**src/rtl/sb_consts.svh**
```systemverilog
// sound blaster dsp constants
// port offsets, command codes, reply bytes and sample timer step
`ifndef SB_CONSTS_SVH
`define SB_CONSTS_SVH

`define SB_BASE           16'h0220

// offsets from the base port
`define SB_OFS_RESET      4'h6
`define SB_OFS_READ       4'hA
`define SB_OFS_WRITE      4'hC
`define SB_OFS_STATUS     4'hE

`define SB_CMD_PCM_SINGLE 8'h14
`define SB_CMD_PCM_AUTO   8'h1C
`define SB_CMD_TIME_CONST 8'h40
`define SB_CMD_BLOCK_SIZE 8'h48
`define SB_CMD_ADPCM4     8'h74
`define SB_CMD_ADPCM4_REF 8'h75
`define SB_CMD_ADPCM4_AUTO 8'h7D
`define SB_CMD_SILENCE    8'h80
`define SB_CMD_PAUSE      8'hD0
`define SB_CMD_SPK_ON     8'hD1
`define SB_CMD_SPK_OFF    8'hD3
`define SB_CMD_CONTINUE   8'hD4
`define SB_CMD_SPK_STATUS 8'hD8
`define SB_CMD_EXIT_AUTO  8'hDA
`define SB_CMD_CHECK      8'hE0
`define SB_CMD_VERSION    8'hE1
`define SB_CMD_IRQ        8'hF2

`define SB_REPLY_READY    8'hAA
`define SB_VER_MAJOR      8'h03
`define SB_VER_MINOR      8'h00

`define SB_PRESCALE_W     17
`define SB_TICK_STEP      17'd1966 // one top bit toggle per rate count

`endif

```
**src/rtl/sb_pkg.sv**
```systemverilog
// sound blaster dsp types
// shared between the host port, command FSM, playback and output stage
package sb_pkg;

	// data byte written by the host to the dsp
	typedef struct packed {
		logic       valid;
		logic [7:0] data;
	} host_wr_t;

	// byte waiting for the host at the read port
	typedef struct packed {
		logic       ready;
		logic [7:0] data;
	} reply_t;

	typedef enum logic [1:0] {
		PB_OFF,
		PB_PCM,
		PB_ADPCM4,
		PB_SILENCE
	} pb_mode_e;

	typedef struct packed {
		logic        start;    // one cycle, loads a new block
		pb_mode_e    mode;
		logic        refbyte;  // first dma byte is the adpcm reference
		logic        autoinit;
		logic        pause;
		logic [15:0] length;
		logic [15:0] blksize;
		logic [7:0]  tc;
	} pb_ctrl_t;

	typedef struct packed {
		logic       sign;
		logic [2:0] mag;
	} adpcm_code_t;

	// a dma byte is either one pcm sample or two adpcm codes
	typedef union packed {
		logic [7:0] pcm;
		struct packed {
			adpcm_code_t hi; // played first
			adpcm_code_t lo;
		} adpcm;
	} dma_byte_u;

	typedef struct packed {
		logic       valid;
		logic       mute;
		logic [7:0] data; // unsigned, 80 is midscale
	} sample_t;

endpackage

```
**src/rtl/sb_dac_out.sv**
```systemverilog
// dsp output stage
// unsigned byte to signed 16-bit, muted by silence or speaker off
`timescale 1ns/1ps

module sb_dac_out
(
	input  logic                CLK,
	input  logic                dsp_reset,
	input  sb_pkg::sample_t     i_sample,
	input  logic                i_spk,
	output logic signed [15:0]  o_audio,
	output logic                o_audio_stb
);

	logic signed [15:0] pcm_s16;

	// flip the offset binary sign, extend, scale by 128
	assign pcm_s16 = {{2{~i_sample.data[7]}}, i_sample.data[6:0], 7'd0};

	always_ff @(posedge CLK)
	begin
		if (dsp_reset)
		begin
			o_audio <= '0;
			o_audio_stb <= 1'b0;
		end
		else
		begin
			o_audio_stb <= i_sample.valid;
			if (!i_spk)
				o_audio <= '0;
			else if (i_sample.valid)
				o_audio <= i_sample.mute ? 16'sd0 : pcm_s16;
		end
	end

endmodule

```
**src/rtl/sb_dsp_cmd.sv**
```systemverilog
// dsp command FSM
// dispatches host commands, collects their data bytes and keeps the
// reply byte, speaker state and playback settings
`timescale 1ns/1ps
`include "sb_consts.svh"

module sb_dsp_cmd
(
	input  logic             CLK,
	input  logic             dsp_reset,
	input  logic             i_soft_rst,
	input  sb_pkg::host_wr_t i_host_wr,
	input  logic             i_reply_taken,
	output sb_pkg::reply_t   o_reply,
	output logic             o_busy,
	output logic             o_irq_cmd,
	output logic             o_spk,
	output sb_pkg::pb_ctrl_t o_pb_ctrl
);
	import sb_pkg::*;

	typedef enum logic [2:0] {
		ST_RESET,
		ST_IDLE,
		ST_ARG_LO,
		ST_ARG_HI,
		ST_REPLY,
		ST_VER2
	} state_e;

	state_e     state;
	state_e     reply_next;
	logic       wr_pend;
	logic [7:0] wr_byte;
	logic [7:0] cmd;
	logic [7:0] arg_lo;

	assign o_busy = !(state inside {ST_IDLE, ST_ARG_LO, ST_ARG_HI});

	task automatic start_pb(input pb_mode_e mode, input logic with_ref,
		input logic auto_init, input logic [15:0] len);
		o_pb_ctrl.start <= 1'b1;
		o_pb_ctrl.mode <= mode;
		o_pb_ctrl.refbyte <= with_ref;
		o_pb_ctrl.autoinit <= auto_init;
		o_pb_ctrl.pause <= 1'b0;
		o_pb_ctrl.length <= len;
	endtask

	task automatic load_reply(input logic [7:0] data, input state_e next);
		o_reply.ready <= 1'b1;
		o_reply.data <= data;
		reply_next <= next;
		state <= ST_REPLY;
	endtask

	always_ff @(posedge CLK)
	begin
		if (dsp_reset)
		begin
			state <= ST_RESET;
			reply_next <= ST_IDLE;
			wr_pend <= 1'b0;
			o_reply <= '0;
			o_irq_cmd <= 1'b0;
			o_spk <= 1'b0;
			o_pb_ctrl <= '0;
		end
		else
		begin
			o_irq_cmd <= 1'b0;
			o_pb_ctrl.start <= 1'b0;
			if (i_reply_taken)
				o_reply.ready <= 1'b0;

			if (i_soft_rst)
			begin
				state <= ST_RESET; // held here, speaker survives
				wr_pend <= 1'b0;
				o_reply.ready <= 1'b0;
				o_pb_ctrl <= '0;
			end
			else
			begin
				case (state)
					ST_RESET: load_reply(`SB_REPLY_READY, ST_IDLE);
					ST_IDLE:
					begin
						if (wr_pend)
						begin
							wr_pend <= 1'b0;
							cmd <= wr_byte;
							case (wr_byte)
								`SB_CMD_PCM_SINGLE, `SB_CMD_TIME_CONST, `SB_CMD_BLOCK_SIZE,
								`SB_CMD_ADPCM4, `SB_CMD_ADPCM4_REF, `SB_CMD_SILENCE,
								`SB_CMD_CHECK:
									state <= ST_ARG_LO;
								`SB_CMD_PCM_AUTO:
									start_pb(PB_PCM, 1'b0, 1'b1, o_pb_ctrl.blksize);
								`SB_CMD_ADPCM4_AUTO:
									start_pb(PB_ADPCM4, 1'b1, 1'b1, o_pb_ctrl.blksize);
								`SB_CMD_PAUSE:      o_pb_ctrl.pause <= 1'b1;
								`SB_CMD_CONTINUE:   o_pb_ctrl.pause <= 1'b0;
								`SB_CMD_SPK_ON:     o_spk <= 1'b1;
								`SB_CMD_SPK_OFF:    o_spk <= 1'b0;
								`SB_CMD_SPK_STATUS: load_reply({8{o_spk}}, ST_IDLE);
								`SB_CMD_EXIT_AUTO:  o_pb_ctrl.autoinit <= 1'b0; // ends after this block
								`SB_CMD_VERSION:    load_reply(`SB_VER_MAJOR, ST_VER2);
								`SB_CMD_IRQ:        o_irq_cmd <= 1'b1;
								default: ;
							endcase
						end
					end
					ST_ARG_LO:
					begin
						if (wr_pend)
						begin
							wr_pend <= 1'b0;
							arg_lo <= wr_byte;
							case (cmd)
								`SB_CMD_TIME_CONST:
								begin
									o_pb_ctrl.tc <= wr_byte;
									state <= ST_IDLE;
								end
								`SB_CMD_CHECK: load_reply(~wr_byte, ST_IDLE);
								default:       state <= ST_ARG_HI;
							endcase
						end
					end
					ST_ARG_HI:
					begin
						if (wr_pend)
						begin
							wr_pend <= 1'b0;
							state <= ST_IDLE;
							case (cmd)
								`SB_CMD_PCM_SINGLE:
									start_pb(PB_PCM, 1'b0, 1'b0, {wr_byte, arg_lo});
								`SB_CMD_ADPCM4:
									start_pb(PB_ADPCM4, 1'b0, 1'b0, {wr_byte, arg_lo});
								`SB_CMD_ADPCM4_REF:
									start_pb(PB_ADPCM4, 1'b1, 1'b0, {wr_byte, arg_lo});
								`SB_CMD_SILENCE:
									start_pb(PB_SILENCE, 1'b0, 1'b0, {wr_byte, arg_lo});
								`SB_CMD_BLOCK_SIZE: o_pb_ctrl.blksize <= {wr_byte, arg_lo};
								default: ;
							endcase
						end
					end
					ST_REPLY:
					begin
						if (i_reply_taken)
							state <= reply_next;
					end
					ST_VER2: load_reply(`SB_VER_MINOR, ST_IDLE);
					default: state <= ST_IDLE;
				endcase
			end

			if (i_host_wr.valid & !i_soft_rst)
				wr_pend <= 1'b1;
		end
		if (i_host_wr.valid)
			wr_byte <= i_host_wr.data;
	end

endmodule

```
**src/rtl/sb_dsp_top.sv**
```systemverilog
// sound blaster dsp
// host port, command FSM, playback engine and output stage
`timescale 1ns/1ps

module sb_dsp_top
(
	input  logic               CLK,
	input  logic               dsp_reset,
	input  logic               i_io_wr,
	input  logic               i_io_rd,
	input  logic [15:0]        i_io_addr,
	input  logic [7:0]         i_io_wdata,
	output logic [7:0]         o_io_rdata,
	output logic               o_dma_req,
	input  logic               i_dma_valid,
	input  logic [7:0]         i_dma_data,
	output logic               o_irq,
	output logic signed [15:0] o_audio,
	output logic               o_audio_stb
);
	import sb_pkg::*;

	host_wr_t host_wr;
	reply_t   reply;
	pb_ctrl_t pb_ctrl;
	sample_t  sample;
	logic     reply_taken;
	logic     soft_rst;
	logic     busy;
	logic     irq_cmd;
	logic     spk;
	logic     block_end;

	sb_host_port u_host_port
	(
		.CLK           (CLK),
		.dsp_reset     (dsp_reset),
		.i_io_wr       (i_io_wr),
		.i_io_rd       (i_io_rd),
		.i_io_addr     (i_io_addr),
		.i_io_wdata    (i_io_wdata),
		.i_reply       (reply),
		.i_busy        (busy),
		.i_irq_cmd     (irq_cmd),
		.i_block_end   (block_end),
		.o_io_rdata    (o_io_rdata),
		.o_host_wr     (host_wr),
		.o_reply_taken (reply_taken),
		.o_soft_rst    (soft_rst),
		.o_irq         (o_irq)
	);

	sb_dsp_cmd u_dsp_cmd
	(
		.CLK           (CLK),
		.dsp_reset     (dsp_reset),
		.i_soft_rst    (soft_rst),
		.i_host_wr     (host_wr),
		.i_reply_taken (reply_taken),
		.o_reply       (reply),
		.o_busy        (busy),
		.o_irq_cmd     (irq_cmd),
		.o_spk         (spk),
		.o_pb_ctrl     (pb_ctrl)
	);

	sb_playback u_playback
	(
		.CLK         (CLK),
		.dsp_reset   (dsp_reset),
		.i_soft_rst  (soft_rst),
		.i_ctrl      (pb_ctrl),
		.i_dma_valid (i_dma_valid),
		.i_dma_data  (i_dma_data),
		.o_dma_req   (o_dma_req),
		.o_block_end (block_end),
		.o_sample    (sample)
	);

	sb_dac_out u_dac_out
	(
		.CLK         (CLK),
		.dsp_reset   (dsp_reset),
		.i_sample    (sample),
		.i_spk       (spk),
		.o_audio     (o_audio),
		.o_audio_stb (o_audio_stb)
	);

endmodule

```
**src/rtl/sb_host_port.sv**
```systemverilog
// dsp host port
// decodes i/o reads and writes at the base port, holds the soft reset
// and interrupt flag, and registers read data
`timescale 1ns/1ps
`include "sb_consts.svh"

module sb_host_port
(
	input  logic             CLK,
	input  logic             dsp_reset,
	input  logic             i_io_wr,
	input  logic             i_io_rd,
	input  logic [15:0]      i_io_addr,
	input  logic [7:0]       i_io_wdata,
	input  sb_pkg::reply_t   i_reply,
	input  logic             i_busy,
	input  logic             i_irq_cmd,
	input  logic             i_block_end,
	output logic [7:0]       o_io_rdata,
	output sb_pkg::host_wr_t o_host_wr,
	output logic             o_reply_taken,
	output logic             o_soft_rst,
	output logic             o_irq
);

	localparam logic [15:0] sb_base = `SB_BASE;

	logic       hit;
	logic [3:0] ofs;
	logic       wr_hit;
	logic       rd_hit;

	assign hit    = i_io_addr[15:4] == sb_base[15:4];
	assign ofs    = i_io_addr[3:0];
	assign wr_hit = i_io_wr & hit;
	assign rd_hit = i_io_rd & hit;

	always_ff @(posedge CLK)
	begin
		if (dsp_reset)
		begin
			o_host_wr.valid <= 1'b0;
			o_reply_taken <= 1'b0;
			o_soft_rst <= 1'b0;
			o_irq <= 1'b0;
			o_io_rdata <= 8'hFF;
		end
		else
		begin
			o_host_wr.valid <= wr_hit & (ofs == `SB_OFS_WRITE);
			o_reply_taken <= rd_hit & (ofs == `SB_OFS_READ);

			if (wr_hit & (ofs == `SB_OFS_RESET))
				o_soft_rst <= i_io_wdata[0];

			// a new request wins over the acknowledge
			if (i_irq_cmd | i_block_end)
				o_irq <= 1'b1;
			else if (rd_hit & (ofs == `SB_OFS_STATUS))
				o_irq <= 1'b0;

			if (i_io_rd)
			begin
				if (!hit)
					o_io_rdata <= 8'hFF;
				else
				begin
					case (ofs)
						`SB_OFS_READ:   o_io_rdata <= i_reply.data;
						`SB_OFS_STATUS: o_io_rdata <= {i_reply.ready, 7'h7F};
						`SB_OFS_WRITE:  o_io_rdata <= {i_busy, 7'h7F};
						default:        o_io_rdata <= 8'hFF;
					endcase
				end
			end
		end
		o_host_wr.data <= i_io_wdata;
	end

endmodule

```
**src/rtl/sb_playback.sv**
```systemverilog
// dsp playback engine
// sample rate timer, block length counting, dma byte requests and
// 4-bit adpcm decoding
`timescale 1ns/1ps
`include "sb_consts.svh"

module sb_playback
(
	input  logic              CLK,
	input  logic              dsp_reset,
	input  logic              i_soft_rst,
	input  sb_pkg::pb_ctrl_t  i_ctrl,
	input  logic              i_dma_valid,
	input  sb_pkg::dma_byte_u i_dma_data,
	output logic              o_dma_req,
	output logic              o_block_end,
	output sb_pkg::sample_t   o_sample
);
	import sb_pkg::*;

	logic [`SB_PRESCALE_W-1:0] prescale;
	logic                      pre_top_q;
	logic [7:0]                rate_cnt;
	logic                      pre_edge;
	logic                      tick;

	pb_mode_e    mode;
	logic [15:0] len;
	logic        last;      // byte in flight or held ends the block
	logic        ref_pend;
	logic        req_out;
	logic        direct;    // requested byte goes straight out
	logic        have_byte;
	logic        nib_lo;
	dma_byte_u   cur_byte;
	logic [7:0]  adpcm_ref;
	logic [1:0]  shift;

	adpcm_code_t code;
	logic [7:0]  step;
	logic [8:0]  sum;
	logic [7:0]  clip;

	assign pre_edge = pre_top_q != prescale[`SB_PRESCALE_W-1];
	assign tick = pre_edge & (rate_cnt == 8'hFF);

	always_ff @(posedge CLK)
	begin
		if (dsp_reset)
		begin
			prescale <= '0;
			pre_top_q <= 1'b0;
			rate_cnt <= 8'h00;
		end
		else
		begin
			prescale <= prescale + `SB_TICK_STEP;
			pre_top_q <= prescale[`SB_PRESCALE_W-1];
			if (tick)
				rate_cnt <= i_ctrl.tc;
			else if (pre_edge)
				rate_cnt <= rate_cnt + 8'd1;
		end
	end

	always_comb
	begin
		code = nib_lo ? cur_byte.adpcm.lo : cur_byte.adpcm.hi;
		step = ({5'd0, code.mag} << shift) + ((shift != 2'd0) ? (8'd1 << (shift - 2'd1)) : 8'd0);
		if (code.sign)
			sum = {1'b0, adpcm_ref} - {1'b0, step};
		else
			sum = {1'b0, adpcm_ref} + {1'b0, step};
		if (sum[8])
			clip = code.sign ? 8'h00 : 8'hFF; // borrow or carry
		else
			clip = sum[7:0];
	end

	always_ff @(posedge CLK)
	begin
		if (dsp_reset | i_soft_rst)
		begin
			mode <= PB_OFF;
			len <= 16'd0;
			last <= 1'b0;
			ref_pend <= 1'b0;
			req_out <= 1'b0;
			direct <= 1'b0;
			have_byte <= 1'b0;
			nib_lo <= 1'b0;
			adpcm_ref <= 8'h80;
			shift <= 2'd0;
			o_dma_req <= 1'b0;
			o_block_end <= 1'b0;
			o_sample.valid <= 1'b0;
		end
		else
		begin
			o_dma_req <= 1'b0;
			o_block_end <= 1'b0;
			o_sample.valid <= 1'b0;

			if (i_dma_valid)
			begin
				req_out <= 1'b0;
				if (direct)
				begin
					o_sample.valid <= 1'b1;
					o_sample.mute <= 1'b0;
					o_sample.data <= i_dma_data.pcm;
					if (ref_pend)
					begin
						adpcm_ref <= i_dma_data.pcm;
						ref_pend <= 1'b0;
					end
				end
				else
				begin
					cur_byte <= i_dma_data;
					have_byte <= 1'b1;
				end
			end

			if (i_ctrl.start)
			begin
				mode <= i_ctrl.mode;
				len <= i_ctrl.length;
				last <= 1'b0;
				ref_pend <= i_ctrl.refbyte;
				req_out <= 1'b0;
				have_byte <= 1'b0;
				nib_lo <= 1'b0;
				adpcm_ref <= 8'h80;
				shift <= 2'd0;
			end
			else if (tick & !i_ctrl.pause)
			begin
				case (mode)
					PB_PCM, PB_SILENCE:
					begin
						if (mode == PB_PCM)
						begin
							o_dma_req <= 1'b1;
							req_out <= 1'b1;
							direct <= 1'b1;
						end
						else
						begin
							o_sample.valid <= 1'b1;
							o_sample.mute <= 1'b1;
							o_sample.data <= 8'h80;
						end
						if (len != 16'd0)
							len <= len - 16'd1;
						else
						begin
							o_block_end <= 1'b1;
							if (i_ctrl.autoinit)
								len <= i_ctrl.blksize;
							else
								mode <= PB_OFF;
						end
					end
					PB_ADPCM4:
					begin
						if (!req_out & (ref_pend | !have_byte))
						begin
							o_dma_req <= 1'b1;
							req_out <= 1'b1;
							direct <= ref_pend;
							last <= len == 16'd0;
							len <= len - 16'd1;
						end
						else if (!req_out)
						begin
							o_sample.valid <= 1'b1;
							o_sample.mute <= 1'b0;
							o_sample.data <= clip;
							adpcm_ref <= clip;
							if ((code.mag >= 3'd5) & (shift != 2'd3))
								shift <= shift + 2'd1;
							else if ((code.mag == 3'd0) & (shift != 2'd0))
								shift <= shift - 2'd1;
							nib_lo <= !nib_lo;
							if (nib_lo)
							begin
								have_byte <= 1'b0;
								if (last & !i_ctrl.autoinit)
									mode <= PB_OFF;
								else
								begin
									// next byte right after the low code
									o_dma_req <= 1'b1;
									req_out <= 1'b1;
									direct <= 1'b0;
									last <= (last ? i_ctrl.blksize : len) == 16'd0;
									len <= (last ? i_ctrl.blksize : len) - 16'd1;
								end
								o_block_end <= last;
							end
						end
					end
					default: ;
				endcase
			end
		end
	end

endmodule

```
**config.mk**
```make
export PLATFORM = sky130hd
export DESIGN_NAME = sb_dsp_top
export DESIGN_NICKNAME = d
export VERILOG_FILES = /design/src/rtl/sb_pkg.sv /design/src/rtl/sb_dac_out.sv /design/src/rtl/sb_dsp_cmd.sv /design/src/rtl/sb_dsp_top.sv /design/src/rtl/sb_host_port.sv /design/src/rtl/sb_playback.sv
export VERILOG_INCLUDE_DIRS = /design/src /design/src/rtl
export SDC_FILE = /design/constraint.sdc
export NUM_CORES = 1
export LEC_CHECK = 0
export BUFFER_PORTS_ARGS = -buffer_cell sky130_fd_sc_hd__buf_2
export CORE_ASPECT_RATIO = 0.8
export CORE_MARGIN = 2
export CORE_UTILIZATION = 60
export DETAILED_ROUTE_END_ITERATION = 8
export GPL_ROUTABILITY_DRIVEN = 1
export PLACE_DENSITY = 0.78
export SYNTH_ARGS = -nofsm -noshare
export SYNTH_HDL_FRONTEND = slang
export SYNTH_SLANG_ARGS = --single-unit
```
**constraint.sdc**
```tcl
create_clock -name CLK -period 8.3 [get_ports CLK]
set_clock_uncertainty 0.2 [all_clocks]
set_input_delay 1.66 -clock CLK [delete_from_list [all_inputs] [get_ports CLK]]
set_output_delay 1.66 -clock CLK [all_outputs]
set_load 0.05 [all_outputs]
```
==> flow_metrics.tcl <==
set metrics [dict create \
    power_uw 2160 \
    vias_per_cell 6.376 \
    period_needed_ps 5578 \
    numCtsBuffers 17 \
    switching_share_pct 27.99 \
    path_class "flip-flop to flip-flop" \
    portBuffers 56 \
    crit_family "compound AO/OA/AOI/OAI gates" \
    dieArea_um2 18930 \
    async_reset_ff_share_pct 0 \
    cts_sinks 194 \
    fmax_mhz 179.3 \
    drive_gt1_share_pct 10.61 \
    cp_data_required_time_ps 8280 \
    cp-start-kind "flip-flop" \
    ant_nets 0 \
    cts_resized 0 \
    drc_errors 0 \
    drt_wl_total_mm 26.82 \
    crit_fanout 12 \
    grt_overflow 0 \
    hp-class "flip-flop to flip-flop" \
    synth_area_um2 10700 \
    htree_num_levels 4 \
    cpPeakStageDelay_ps 650 \
    final_cells 1497 \
    layout_worst_path_cycle_share_pct 67.21 \
    row_count 43 \
    cts_tree "built" \
    worst-path-buf-inv 0 \
    final_common_cell "dfxtp_1" \
    dr.pass1.iters 5 \
    fp.coreArea_um2 17380 \
    postCtsHoldBufs 0 \
    vias 9545 \
    synth-edff-count 41 \
    gp_congestion 0.9185 \
    vdd_drop_max_v 0.0001330 \
    dieHeight_um 123.5 \
    worstMarginPinSlew_ps 1152 \
    mostFrequentLayoutCells "dfxtp_1 (153), nor2_1 (143), nand2_1 (104)" \
    grt_max_degree 45 \
    fp.dieW_um 153.3 \
    dr.first_iter.drc_count 1048 \
    power.switching_uw 604.7 \
    crit_path_cell_trace "mux2_2 -> o21ai_0 -> o21ai_0 -> ha_1 -> nand3_1 -> a21boi_0 -> o211a_1 -> nor2_1 -> xnor2_1 -> ha_1 -> a21o_1 -> a21oi_1 -> a21oi_1 -> o211a_1 -> a21oi_1 -> o22ai_1 -> a2111oi_0" \
    wire_per_inst_um 17.92 \
    cts_max_path_buffers 2 \
    syn_inst 1254 \
    grt_usage_pct 28.48 \
    grt_pass1_wl_mm 43.68 \
    cts-root-buf "clkbuf_16" \
    n_fill_cell 1481 \
    grt_pass1_vias 8618 \
    clock_latency_ps 440 \
    p_int_uw 1556 \
    rsz0062_at_grt "false" \
    area_growth_pct 8.043 \
    whs_ps 206.2 \
    synth_seq_cells 194 \
    synth_ff_type "dfxtp_1" \
    dp_hpwl_mm 18.47 \
    pwr_density_cell_nw_per_um2 186.8 \
    synth_cell_types 78 \
    final.setup.tns_ps 0 \
    p_leak_uw 0.004321 \
    relSlewSlack_pct 22.59 \
    slowest_stage "dfxtp_1" \
    clk_pin_slew_ps 70 \
    p_comb_share_pct 13.9 \
    setup_viol 0 \
    final_max_slew_viol_count 0 \
    cp_common_cell "a21oi_1" \
    max-cap-violations 0 \
    cp_data_arrival_time_ps 5560 \
    power_frac_seq_pct 48.6 \
    nNetsFinal 1323 \
    post-cts-setup-buffer-count 0 \
    antennaDiodeCount 0 \
    dp_cells 1465 \
    end_kind "flip-flop" \
    grt_antenna_before_repair 0 \
    status "finished clean" \
    io_pins 64 \
    hold_violations 0 \
    pwr-share-clk_pct 37.5 \
    ys_warn_count 0 \
    start_util_pct 61.59 \
    syn_area_per_cell_um2 8.535 \
    ys_seq_area_share_pct 40.12 \
]
worst paths after layout:
| check | start | end | slack, ps | cells past startpoint |
|---|---|---|---|---|
| max | u_playback.nib_lo | u_playback.o_sample[0] | 2720 | 17 |
| min | u_host_port.o_host_wr[0] | u_dsp_cmd.wr_byte[0] | 210 | 0 |
| max reg2reg | u_playback.nib_lo | u_playback.o_sample[0] | 2720 | 17 |
| min reg2reg | u_host_port.o_host_wr[0] | u_dsp_cmd.wr_byte[0] | 210 | 0 |
Yosys cell counts, drive strengths merged, types with 5 or more instances:
cell | n | share of area [%]
nor2b | 22 | 1.3
or3 | 10 | 0.58
clkbuf | 58 | 2.0
a22oi | 10 | 0.70
a211oi | 19 | 1.4
nand2b | 17 | 0.99
or2 | 8 | 0.49
buf | 31 | 1.7
nor2 | 143 | 5.0
o21ai | 77 | 3.6
edfxtp | 41 | 12
nor3 | 61 | 2.9
nand3 | 34 | 1.6
o22ai | 10 | 0.64
o31ai | 6 | 0.42
o211ai | 5 | 0.40
nand2 | 104 | 3.6
nor3b | 9 | 0.63
or4 | 11 | 0.77
o22a | 6 | 0.49
dfxtp | 153 | 29
a311oi | 5 | 0.41
nand4 | 7 | 0.41
inv | 28 | 0.98
a31oi | 9 | 0.53
xor2 | 27 | 2.2
o2111ai | 5 | 0.41
and3 | 15 | 0.88
o21a | 9 | 0.63
o221ai | 6 | 0.49
a21o | 9 | 0.63
ha | 25 | 2.9
and2 | 5 | 0.29
mux2 | 14 | 1.5
nand3b | 5 | 0.35
xnor2 | 22 | 1.8
a21oi | 86 | 4.0
nor4 | 17 | 0.99
mux2i | 49 | 4.6
a221oi | 19 | 1.6
state kept, by name, summed over array words and instances (netlist names), 8 cells and up:
name	cells
u_dsp_cmd.o_pb_ctrl	46
u_playback.len	16
u_playback.prescale	16
u_playback.o_sample	10
u_dsp_cmd.o_reply	9
u_host_port.o_host_wr	9
u_dac_out.o_audio	8
u_dsp_cmd.arg_lo	8
u_dsp_cmd.cmd	8
u_dsp_cmd.wr_byte	8
u_host_port.o_io_rdata	8
u_playback.adpcm_ref	8
u_playback.cur_byte	8
u_playback.rate_cnt	8
through the flow:
step	area (um2)	util (%)	setup WS [ps]
after global routing	11560	66.54	2258
after CTS	11560	66.54	2883
after floorplan	10730	-	3637
final	11560	66.54	2722
after detailed placement	10980	63.18	2891
after global placement	10980	63.18	3279
power by group through the flow:
stage	clock network, uW	registers (uW)	logic, uW
after floorplan	0	1040	270
after global placement	0	1070	291
after detailed placement	0	1070	296
after CTS	822	1050	298
after global routing	860	1060	334
final	810	1050	300
metal layers:
metal	up-vias	share of wire, %	GRT usage [%]
met5	-	0	0
met4	0	1.5	8.623
li1	4572	-	-
met3	44	9.3	5.889
met1	4470	45	40.93
met2	459	44	43.47
cell type report:
type                    count  area [um2]  area share (%)
clock inverters            11       111.4          0.9630
well taps                 225       281.5           2.435
inverters                  29       108.9          0.9414
multi-input cells         949        5924           51.23
clock buffers              21       473.0           4.090
repair buffers             68       370.4           3.203
flip-flops and latches    194        4294           37.13
cell families after synthesis:
logic type	Yosys count	share of synthesized area [%]
fa+ha+maj	27	3.297
simple gates	482	22.05
buf+inv	118	4.770
flops	194	40.12
compound gates	320	19.66
other cells	1	0.03504
mux	63	6.056
xor+xnor	49	4.010
No activity file was read; power rests on OpenSTA's default activity.
